File: src/cpuPackage.sv
`default_nettype none

package cpuPackage;

    // ========================================
    // Widths and timing
    // ========================================
    localparam int StepCount = 12;

    typedef logic [7:0]           byteT;
    typedef logic [7:0]           addressT;
    typedef logic [15:0]          wordT;
    typedef logic [1:0]           regIndexT;
    typedef logic [StepCount-1:0] timeStepT;

    localparam timeStepT StepT0 = 12'h001;
    localparam timeStepT StepT1 = 12'h002;
    localparam timeStepT StepT2 = 12'h004;
    localparam timeStepT StepT3 = 12'h008;
    localparam timeStepT StepT4 = 12'h010;
    localparam timeStepT StepT5 = 12'h020;
    localparam timeStepT StepT6 = 12'h040;

    // ========================================
    // Instruction format
    // ========================================
    typedef enum logic [5:0] {
        OpBra   = 6'h00,
        OpBne   = 6'h01,
        OpBeq   = 6'h02,
        OpInc   = 6'h09,
        OpDec   = 6'h0A,
        OpAdd   = 6'h15,
        OpSub   = 6'h17,
        OpMovl  = 6'h19,
        OpMovsh = 6'h1A,
        OpLdal  = 6'h1E,
        OpSta   = 6'h20
    } opcodeT;

    typedef struct packed {
        opcodeT   opcode;   // High byte, bits 15:10
        regIndexT regSel;
        byteT     operand;  // Low byte, fetched first
    } instructionT;

    // ========================================
    // Function encodings
    // ========================================
    typedef enum logic [1:0] {RfHold, RfLoad, RfLoadLow, RfShiftLoad} rfFunctionT;
    typedef enum logic [2:0] {AluPassB, AluAdd, AluSub, AluInc, AluDec} aluFunctionT;
    typedef enum logic [1:0] {ArfHold, ArfIncrement, ArfLoad} arfFunctionT;
    typedef enum logic {SelPc, SelAr} arfSelectT;
    typedef enum logic [1:0] {MuxAlu, MuxImmediate, MuxDataReg} muxASourceT;

    typedef struct packed {
        rfFunctionT  rfFunction;
        regIndexT    rfWriteIndex;
        regIndexT    rfReadA;
        regIndexT    rfReadB;
        aluFunctionT aluFunction;
        logic        flagWrite;
        arfFunctionT arfFunction;
        arfSelectT   arfSelect;
        arfSelectT   memAddressSource;
        logic        memWrite;
        logic        storeHigh;    // Store byte 15:8 instead of 7:0
        logic        irLoad;
        logic        drLoad;
        logic        loadHigh;     // Shared by IR and DR
        muxASourceT  muxASource;
    } controlT;

    typedef struct packed {
        addressT address;
        byteT    writeData;
        logic    write;
    } memoryRequestT;

endpackage

`default_nettype wire

File: src/byteAssembler.sv
`default_nettype none

module byteAssembler #(
    parameter type payloadT = cpuPackage::wordT
) (
    input  wire                   Clock,
    input  wire                   Reset,
    input  wire                   load,
    input  wire                   loadHigh,
    input  wire cpuPackage::byteT byteIn,
    output payloadT               value
);

    logic [$bits(payloadT)-1:0] storage;

    always_ff @(posedge Clock or posedge Reset) begin
        if (Reset) begin
            storage <= '0;
        end else if (load) begin
            if (loadHigh) begin
                storage[$bits(payloadT)-1 -: 8] <= byteIn;  // Upper byte
            end else begin
                storage[7:0] <= byteIn;
            end
        end
    end

    assign value = payloadT'(storage);

endmodule

`default_nettype wire

File: src/registerFile.sv
`default_nettype none

module registerFile (
    input  wire                         Clock,
    input  wire                         Reset,
    input  wire cpuPackage::rfFunctionT functionSel,
    input  wire cpuPackage::regIndexT   writeIndex,
    input  wire cpuPackage::wordT       writeData,
    input  wire cpuPackage::regIndexT   readIndexA,
    input  wire cpuPackage::regIndexT   readIndexB,
    output cpuPackage::wordT            readA,
    output cpuPackage::wordT            readB
);

    cpuPackage::wordT registers [4];

    always_ff @(posedge Clock or posedge Reset) begin
        if (Reset) begin
            for (int i = 0; i < 4; i++) begin
                registers[i] <= '0;
            end
        end else begin
            case (functionSel)
                cpuPackage::RfLoad:      registers[writeIndex] <= writeData;
                cpuPackage::RfLoadLow:   registers[writeIndex] <= {8'h00, writeData[7:0]};
                cpuPackage::RfShiftLoad: begin
                    // Old low byte moves up
                    registers[writeIndex] <= {registers[writeIndex][7:0], writeData[7:0]};
                end
                default: ;
            endcase
        end
    end

    assign readA = registers[readIndexA];
    assign readB = registers[readIndexB];

endmodule

`default_nettype wire

File: src/addressRegisterFile.sv
`default_nettype none

module addressRegisterFile (
    input  wire                          Clock,
    input  wire                          Reset,
    input  wire cpuPackage::arfFunctionT functionSel,
    input  wire cpuPackage::arfSelectT   select,
    input  wire cpuPackage::addressT     loadValue,
    output cpuPackage::addressT          pc,
    output cpuPackage::addressT          ar
);

    cpuPackage::addressT current;
    cpuPackage::addressT updated;

    assign current = (select == cpuPackage::SelPc) ? pc : ar;

    always_comb begin
        case (functionSel)
            cpuPackage::ArfIncrement: updated = current + 8'd1;  // Wraps at 256
            cpuPackage::ArfLoad:      updated = loadValue;
            default:                  updated = current;
        endcase
    end

    always_ff @(posedge Clock or posedge Reset) begin
        if (Reset) begin
            pc <= '0;
            ar <= '0;
        end else if (select == cpuPackage::SelPc) begin
            pc <= updated;
        end else begin
            ar <= updated;
        end
    end

endmodule

`default_nettype wire

File: src/arithmeticLogicUnit.sv
`default_nettype none

module arithmeticLogicUnit (
    input  wire                          Clock,
    input  wire                          Reset,
    input  wire cpuPackage::aluFunctionT functionSel,
    input  wire                          flagWrite,
    input  wire cpuPackage::wordT        operandA,
    input  wire cpuPackage::wordT        operandB,
    output cpuPackage::wordT             result,
    output logic                         zeroFlag
);

    // ========================================
    // Result path
    // ========================================
    always_comb begin
        case (functionSel)
            cpuPackage::AluAdd: result = operandA + operandB;
            cpuPackage::AluSub: result = operandA - operandB;
            cpuPackage::AluInc: result = operandA + 16'd1;
            cpuPackage::AluDec: result = operandA - 16'd1;
            default:            result = operandB;  // Pass B for stores
        endcase
    end

    // Zero flag, written only by arithmetic steps
    always_ff @(posedge Clock or posedge Reset) begin
        if (Reset) begin
            zeroFlag <= 1'b0;
        end else if (flagWrite) begin
            zeroFlag <= (result == 16'h0000);
        end
    end

endmodule

`default_nettype wire

File: src/controlUnit.sv
`default_nettype none

module controlUnit (
    input  wire                      Clock,
    input  wire                      Reset,
    input  wire cpuPackage::instructionT instruction,
    input  wire                      zeroFlag,
    output cpuPackage::controlT      control,
    output cpuPackage::timeStepT     timeStep
);

    logic endStep;
    logic branchTaken;

    // ========================================
    // Timing ring
    // ========================================
    always_ff @(posedge Clock or posedge Reset) begin
        if (Reset) begin
            timeStep <= cpuPackage::StepT0;
        end else if (endStep) begin
            timeStep <= cpuPackage::StepT0;
        end else begin
            timeStep <= {timeStep[cpuPackage::StepCount-2:0],
                         timeStep[cpuPackage::StepCount-1]};
        end
    end

    always_comb begin
        case (instruction.opcode)
            cpuPackage::OpBra: branchTaken = 1'b1;
            cpuPackage::OpBne: branchTaken = !zeroFlag;
            cpuPackage::OpBeq: branchTaken = zeroFlag;
            default:           branchTaken = 1'b0;
        endcase
    end

    // ========================================
    // Control generation per step
    // ========================================
    always_comb begin
        control = '0;  // Hold everything, address from PC
        endStep = 1'b0;
        control.rfWriteIndex = instruction.regSel;
        control.rfReadA = instruction.regSel;
        control.rfReadB = instruction.regSel;
        case (timeStep)
            cpuPackage::StepT0: begin
                control.irLoad = 1'b1;                        // Low byte of IR
                control.arfFunction = cpuPackage::ArfIncrement;
            end
            cpuPackage::StepT1: begin
                control.irLoad = 1'b1;
                control.loadHigh = 1'b1;
            end
            cpuPackage::StepT2: begin
                control.arfFunction = cpuPackage::ArfIncrement;
            end
            cpuPackage::StepT3: begin
                case (instruction.opcode)
                    cpuPackage::OpBra, cpuPackage::OpBne, cpuPackage::OpBeq: begin
                        if (branchTaken) begin
                            control.arfFunction = cpuPackage::ArfLoad;  // PC <- operand
                        end
                        endStep = 1'b1;
                    end
                    cpuPackage::OpInc, cpuPackage::OpDec,
                    cpuPackage::OpAdd, cpuPackage::OpSub: begin
                        control.rfFunction = cpuPackage::RfLoad;
                        control.rfReadB = instruction.operand[1:0];  // Second source
                        control.flagWrite = 1'b1;
                        control.muxASource = cpuPackage::MuxAlu;
                        case (instruction.opcode)
                            cpuPackage::OpInc: control.aluFunction = cpuPackage::AluInc;
                            cpuPackage::OpDec: control.aluFunction = cpuPackage::AluDec;
                            cpuPackage::OpAdd: control.aluFunction = cpuPackage::AluAdd;
                            default:           control.aluFunction = cpuPackage::AluSub;
                        endcase
                        endStep = 1'b1;
                    end
                    cpuPackage::OpMovl: begin
                        control.rfFunction = cpuPackage::RfLoadLow;
                        control.muxASource = cpuPackage::MuxImmediate;
                        endStep = 1'b1;
                    end
                    cpuPackage::OpMovsh: begin
                        control.rfFunction = cpuPackage::RfShiftLoad;
                        control.muxASource = cpuPackage::MuxImmediate;
                        endStep = 1'b1;
                    end
                    cpuPackage::OpLdal, cpuPackage::OpSta: begin
                        control.arfFunction = cpuPackage::ArfLoad;  // AR <- operand
                        control.arfSelect = cpuPackage::SelAr;
                    end
                    default: endStep = 1'b1;  // Unused opcode
                endcase
            end
            cpuPackage::StepT4, cpuPackage::StepT5: begin
                control.memAddressSource = cpuPackage::SelAr;
                control.loadHigh = timeStep[5];
                control.storeHigh = timeStep[5];
                if (timeStep[4]) begin
                    control.arfFunction = cpuPackage::ArfIncrement;
                    control.arfSelect = cpuPackage::SelAr;
                end
                if (instruction.opcode == cpuPackage::OpSta) begin
                    control.memWrite = 1'b1;
                    control.aluFunction = cpuPackage::AluPassB;  // Rx through ALU
                    endStep = timeStep[5];
                end else begin
                    control.drLoad = 1'b1;
                end
            end
            cpuPackage::StepT6: begin
                control.rfFunction = cpuPackage::RfLoad;  // Rx <- DR
                control.muxASource = cpuPackage::MuxDataReg;
                endStep = 1'b1;
            end
            default: endStep = 1'b1;
        endcase
    end

endmodule

`default_nettype wire

File: src/cpuDatapath.sv
`default_nettype none

module cpuDatapath (
    input  wire                    Clock,
    input  wire                    Reset,
    input  wire cpuPackage::controlT control,
    input  wire cpuPackage::byteT  readData,
    output cpuPackage::instructionT instruction,
    output logic                   zeroFlag,
    output cpuPackage::memoryRequestT memRequest
);

    cpuPackage::wordT    readA;
    cpuPackage::wordT    readB;
    cpuPackage::wordT    aluResult;
    cpuPackage::wordT    dataRegister;
    cpuPackage::wordT    muxA;
    cpuPackage::addressT pc;
    cpuPackage::addressT ar;

    // ========================================
    // Register write source
    // ========================================
    always_comb begin
        case (control.muxASource)
            cpuPackage::MuxAlu:       muxA = aluResult;
            cpuPackage::MuxImmediate: muxA = {8'h00, instruction.operand};
            default:                  muxA = dataRegister;
        endcase
    end

    registerFile generalRegisters (
        .Clock(Clock),
        .Reset(Reset),
        .functionSel(control.rfFunction),
        .writeIndex(control.rfWriteIndex),
        .writeData(muxA),
        .readIndexA(control.rfReadA),
        .readIndexB(control.rfReadB),
        .readA(readA),
        .readB(readB)
    );

    arithmeticLogicUnit alu (
        .Clock(Clock),
        .Reset(Reset),
        .functionSel(control.aluFunction),
        .flagWrite(control.flagWrite),
        .operandA(readA),
        .operandB(readB),
        .result(aluResult),
        .zeroFlag(zeroFlag)
    );

    addressRegisterFile addressRegisters (
        .Clock(Clock),
        .Reset(Reset),
        .functionSel(control.arfFunction),
        .select(control.arfSelect),
        .loadValue(instruction.operand),  // Branch target or data address
        .pc(pc),
        .ar(ar)
    );

    byteAssembler #(.payloadT(cpuPackage::instructionT)) instructionRegister (
        .Clock(Clock),
        .Reset(Reset),
        .load(control.irLoad),
        .loadHigh(control.loadHigh),
        .byteIn(readData),
        .value(instruction)
    );

    byteAssembler #(.payloadT(cpuPackage::wordT)) dataRegisterUnit (
        .Clock(Clock),
        .Reset(Reset),
        .load(control.drLoad),
        .loadHigh(control.loadHigh),
        .byteIn(readData),
        .value(dataRegister)
    );

    // Memory request
    assign memRequest.address = (control.memAddressSource == cpuPackage::SelPc) ? pc : ar;
    assign memRequest.writeData = control.storeHigh ? aluResult[15:8] : aluResult[7:0];
    assign memRequest.write = control.memWrite;

endmodule

`default_nettype wire

File: src/cpuSystem.sv
`default_nettype none

module cpuSystem (
    input  wire                       Clock,
    input  wire                       Reset,
    input  wire cpuPackage::byteT     readData,
    output cpuPackage::memoryRequestT memRequest,
    output cpuPackage::timeStepT      timeStep
);

    cpuPackage::controlT     control;
    cpuPackage::instructionT instruction;
    logic                    zeroFlag;

    controlUnit controller (
        .Clock(Clock),
        .Reset(Reset),
        .instruction(instruction),
        .zeroFlag(zeroFlag),
        .control(control),
        .timeStep(timeStep)
    );

    cpuDatapath datapath (
        .Clock(Clock),
        .Reset(Reset),
        .control(control),
        .readData(readData),
        .instruction(instruction),
        .zeroFlag(zeroFlag),
        .memRequest(memRequest)
    );

endmodule

`default_nettype wire

File: config.mk
export PLATFORM = sky130hd
export DESIGN_NAME = cpuSystem
export DESIGN_NICKNAME = d
export VERILOG_FILES = /design/src/cpuPackage.sv /design/src/byteAssembler.sv /design/src/registerFile.sv /design/src/addressRegisterFile.sv /design/src/arithmeticLogicUnit.sv /design/src/controlUnit.sv /design/src/cpuDatapath.sv /design/src/cpuSystem.sv
export SDC_FILE = /design/constraint.sdc
export NUM_CORES = 1
export LEC_CHECK = 0
export ABC_AREA = 1
export ABC_CLOCK_PERIOD_IN_PS = 5800
export BUFFER_PORTS_ARGS = -buffer_cell sky130_fd_sc_hd__buf_2
export CAP_MARGIN = 20
export CORE_UTILIZATION = 55
export DETAILED_ROUTE_END_ITERATION = 8
export GPL_TIMING_DRIVEN = 0
export PLACE_DENSITY = 0.72
export SLEW_MARGIN = 40
export SYNTH_ARGS = -nofsm -noshare
export SYNTH_HDL_FRONTEND = slang
export SYNTH_SLANG_ARGS = --single-unit
File: constraint.sdc
create_clock -name Clock -period 5.8 [get_ports Clock]
set_input_delay 0.87 -clock Clock [delete_from_list [all_inputs] [get_ports Clock]]
set_output_delay 0.87 -clock Clock [all_outputs]
set_load 0.01 [all_outputs]
# ---- Yosys cells after proc, flatten, opt, wreduce, memory -nomap -nowiden
# Cells that the tools add are included.
# Widths: inputs -> output; s select.
dict set report op_classes {
  n_reduce_logical 18
  n_bitwise 3
  n_addsub 5
  div_mod_pow 0
  shifts 0
  n_mux 44
  n_lt_le_gt_ge 3
  n_eq_ne 27
  n_mul 0
}
# op count
set ops {}
lappend ops {{$bwmux 64} 3}
lappend ops {{$pmux 64 s3} 1}
lappend ops {{$mux 16} 5}
lappend ops {{$bmux 16 s2} 2}
lappend ops {{$pmux 16 s4} 1}
lappend ops {{$demux 16 s2} 1}
lappend ops {{$pmux 16 s2} 1}
lappend ops {{$eq 6x5->1 const B} 5}
lappend ops {{$mux 8} 3}
lappend ops {{$add 16x1->16 const B} 1}
lappend ops {{$add 16x16->16} 1}
lappend ops {{$logic_not 16->1} 1}
lappend ops {{$pmux 8 s2} 1}
lappend ops {{$sub 16x1->16 const B} 1}
lappend ops {{$sub 16x16->16} 1}
lappend ops {{$eq 12x1->1 const B} 1}
lappend ops {{$eq 12x2->1 const B} 1}
lappend ops {{$eq 12x3->1 const B} 1}
lappend ops {{$eq 12x4->1 const B} 1}
lappend ops {{$eq 12x5->1 const B} 1}
lappend ops {{$eq 12x6->1 const B} 1}
lappend ops {{$eq 12x7->1 const B} 1}
lappend ops {{$eq 6x4->1 const B} 2}
lappend ops {{$mux 12} 1}
lappend ops {{31 further kinds} 62}
dict set report totals {
  input_bits 10
  rom_bits 0
  elab_cells 112
  ramBits 0
  output_inout_bits 29
  ff_bits 125
  latchBits 0
  memories 0
}

# ---- Logic depth before layout (Yosys ltp)
dict set report depth {
  ltp_word 13
  depth_mapped 38
  depth_no_buf 37
}

# ---- Modules after synthesis
# Synthesis repeated with hierarchy kept, for this count alone.
dict set report unflattened {
  hier_cells 1588
  area_unflattened_um2 10121.0
}
# mod cells_each area_each_um2 seq_area_each_um2 instances
set by_module_without_submodules {}
lappend by_module_without_submodules {registerFile 688 4488.1 1601.5 1}
lappend by_module_without_submodules {arithmeticLogicUnit 371 1788.0 25.0 1}
lappend by_module_without_submodules {byteAssembler 71 680.7 400.4 2}
lappend by_module_without_submodules {addressRegisterFile 155 1109.8 400.4 1}
lappend by_module_without_submodules {controlUnit 119 863.3 301.5 1}
lappend by_module_without_submodules {cpuDatapath 113 510.5 0.0 1}

# ---- Worst setup path before layout
# OpenSTA, ideal clock, no wires.
dict set report synth_timing {
  kind {register to output}
  from {register controller.timeStep[5]}
  to {output port memRequest[8] (netlist name)}
  t_arrival_ns 4.149
  setup_slack_ns 0.781
  t_required_ns 4.930
  path_buffers 2
  path_stages_with_launch 36
  cell_sequence {dfrtp_1 -> inv_2 -> nand2_4 -> nor2_4 -> nand2_4 -> nor2_8 -> buf_8 -> nand3_4 -> buf_6 -> nand3_1 -> nand3_1 -> nand2_1 -> nand3_4 -> nor2_1 -> nand2_1 -> nor2_1 -> a21oi_1 -> nor3_1 -> a211oi_1 -> ha_1 -> nand2_1 -> nor3_1 -> nand2_1 -> o211ai_1 -> nand2_1 -> nand2_1 -> a21oi_1 -> o21ai_0 -> nand3_1 -> nand2_1 -> a21boi_0 -> inv_1 -> nand2_1 -> nand3_2 -> nand2_1 -> a21oi_1}
}
# item line_no
set synth_rtl {}
lappend synth_rtl {{from (decl)} controlUnit.sv:9} ;# output cpuPackage::timeStepT timeStep
lappend synth_rtl {{from (signal assigned)} controlUnit.sv:20} ;# timeStep <= cpuPackage::StepT0;
lappend synth_rtl {{from (signal assigned)} controlUnit.sv:22} ;# timeStep <= cpuPackage::StepT0;
lappend synth_rtl {{from (signal assigned)} controlUnit.sv:24} ;# timeStep <= {timeStep[cpuPackage::StepCount-2:0],
lappend synth_rtl {{to (decl)} cpuSystem.sv:7} ;# output cpuPackage::memoryRequestT memRequest,

==> metrics <==
Crit. Startpoint=datapath.instructionRegister.value[12]; Top cell by count, worst path=nand2_1; Post-Route WL=~30000 um; drt wl/cell=roughly 19 um; Pleak=5.073 nW; asr flop ratio synth=1.000; clk sinks=125; failing checks=setup timing; via count=9319; GRT Overall Usage=0.3706; CTS max path bufs=2; post-synthesis register bit count=between 100 and 150; Slew headroom=0.4388; Worst-Skew Late Latency=between 0.4 and 0.5 ns; Residual DRC=0; cell with the most instances after synthesis=nand2_1; Min Clock Period, post-route=around 5.8 ns; Synth top area share=0.3561; number of global-route vias before repair=~8400; share of post-route cells with drive strength above 1=0.1732; Power Total=between 2 and 2.5 mW; Slew Limit Fails=0; register area share after synthesis=0.3591; internal power=~1.6 mW; Fillers=about 1300; status=finished with violations; sequential fraction of design power=0.428; final setup vio count=3; global placement routability congestion=approximately 1; top cells by count, synth=nand2_1, inv_1, o21ai_0, dfrtp_1, nand3_1; worst r2r src=datapath.instructionRegister.value[12]; design area=10500 um2; Yosys top cell by area=dfrtp_1; final hold violations=0; worst hold-check path type=input pin to asynchronous set/reset pin; placed cell area=about 9000 um2; Cells after DPL=~1500; antenna diode count=0; max-cap viol count=0; Clk pwr share=0.487; final worst setup slack=-0.02790 ns; Placeable Area=~15000 um2; CTS clk-pin slew, worst paths=0.06 ns; Overflow after GRT=0; TritonCTS Buffers=17; Non-Filler Instances=approximately 1600; max incr delay on CP=approximately 0.43 ns; vias per inst=roughly 5.9; Synth warnings=0; HPWL reported at the end of detailed placement=around 22000 um; R2R setup slack=0.62 ns; TritonCTS clock tree=yes; Post-synth EDFFs=0; switching pwr=551.8 uW; Tcrit/Tclk final=1.005; unrepaired setup endpoints after global routing=yes; Bufs and invs on worst path=6; Peak Freq=between 150 and 200 MHz; Pre-Repair DR Iteration Count=6; P&R area growth vs syn=20.55%; largest cells by area after synthesis=dfrtp_1, nand2_1, o21ai_0; switching share of power=0.2573; crit-path leading delay family=simple AND/OR/NAND/NOR gates; Critical Path Sink Type=output pin; worst-margin pin slew=0.8329 ns; largest net degree at the start of global routing=69; H-tree depth=4; Critical Path RT=4.93 ns; maximum vdd drop=approximately 0.00022 V; Critical Path Fanout Max=5; Syn Area/Cell=7.033 um2; PD cells=between 200 and 250 nW/um2; CP Depth=35; ys flop type=dfrtp_1; Logic pwr share=0.085; Hold-fix buffers, CTS=0; critical path type=register to output pin; Die Ht=around 130 um; Hold Slack=~0.46 ns; Root Driver=clkbuf_16; antenna violations before repair=0; Distinct cells, synth=48; Final nets=~1400; First DRT Iteration DRCs=between 900 and 1000; Syn Inst Count=between 1000 and 1500; Netlist Area Pre-Place=8713 um2; Reg2Reg Depth=34; Crit-path slowest cell=dfrtp_2; Std-Cell Rows=45; Startpoint Class=register; I/O Buffers=38; post-route antenna net violation count=0; crit path DAT=between 4 and 5 ns; first-pass GRT wire length=between 40000 and 50000 um; Initial Util=0.5690; die width=between 100 and 150 um; overall die area=roughly 16000 um2; Setup Skew=0.009150 ns; # IOs=39
==> per-layer routing <==
metal	part of all wire	track usage	wire [um]
met1	0.41	0.4917	12470
met2	0.45	0.5649	13490
met3	0.087	0.07721	2620
met4	0.054	0.2083	1623
met5	0	0	0
==> worst max-delay path by stage <==
| stage | endpoint |
|---|---|
| after floorplan | memRequest[8] |
| after global placement | memRequest[8] |
| after detailed placement | memRequest[8] |
| after CTS | memRequest[7] |
| after global routing | memRequest[7] |
| final | memRequest[7] |
==> logic make-up after synthesis <==
| group | Yosys count | share of synthesized area |
|---|---|---|
| other | 1 | 0.0004304 |
| adder cells (fa/ha/maj) | 22 | 0.03245 |
| buffers and inverters | 242 | 0.1114 |
| XOR/XNOR | 16 | 0.01608 |
| flip-flops | 125 | 0.3591 |
| AND/OR/NAND/NOR | 520 | 0.2692 |
| AO/OA/AOI/OAI | 313 | 0.2112 |
==> stage by stage <==
stage                     utilization  TNS (ns)  setup WS [ns]
after floorplan                     -         0         0.7805
after global placement         0.5996   -0.1666       -0.08770
after detailed placement       0.6022   -0.2433        -0.1105
after CTS                      0.6609         0        0.01433
after global routing           0.6859    -1.250        -0.2738
final                          0.6859  -0.06279       -0.02790
==> power groups by stage <==
stage / Combinational (mW) / Sequential, mW / Clock [mW]
after global routing: 0.204 / 0.919 / 1.08
final: 0.183 / 0.918 / 1.04
after detailed placement: 0.164 / 0.930 / 0
after floorplan: 0.114 / 0.927 / 0
after CTS: 0.171 / 0.916 / 1.04
after global placement: 0.159 / 0.931 / 0
==> final cells by class <==
| type | count | area, um2 | area share |
|---|---|---|---|
| multi-input cells | 876 | 4952 | 0.4715 |
| flip-flops and latches | 125 | 3133 | 0.2983 |
| inverters | 202 | 770.7 | 0.07338 |
| repair buffers | 84 | 600.6 | 0.05718 |
| clock buffers | 18 | 429.2 | 0.04086 |
| well taps | 211 | 264.0 | 0.02513 |
| plain buffers | 40 | 212.7 | 0.02025 |
| clock inverters | 12 | 141.4 | 0.01346 |
==> what timing repair did <==
| action | CTS | global route |
|---|---|---|
| resized for setup | 31 | 57 |
| endpoints found under the setup margin | 8 | 7 |
| gates cloned | 0 | 2 |
| buffers inserted | 24 | 19 |
| pin swaps | 17 | 43 |
==> worst reg2reg max path, delay by kind of cell (launching register included) <==
kind            cells  cell delay [ns]
compound gates      7             1.27
xor+xnor            1             0.08
fa+ha+maj           1             0.36
buf+inv             3             0.35
flops               1             0.43
simple gates       22             2.58
==> placed cells by master, fill, tap and decap left out, drive strengths merged, types with 5 or more instances in the layout <==
cell type,count
conb,5
o22ai,49
o21ai,168
a221oi,7
clkbuf,45
nand4,8
xnor2,5
nand3,92
a21oi,30
nor3,11
xor2,11
ha,21
o211ai,13
inv,200
clkinv,10
nand2,340
o221ai,29
dfrtp,124
buf,97
nor2,62
No activity file was read; power rests on OpenSTA's default activity.
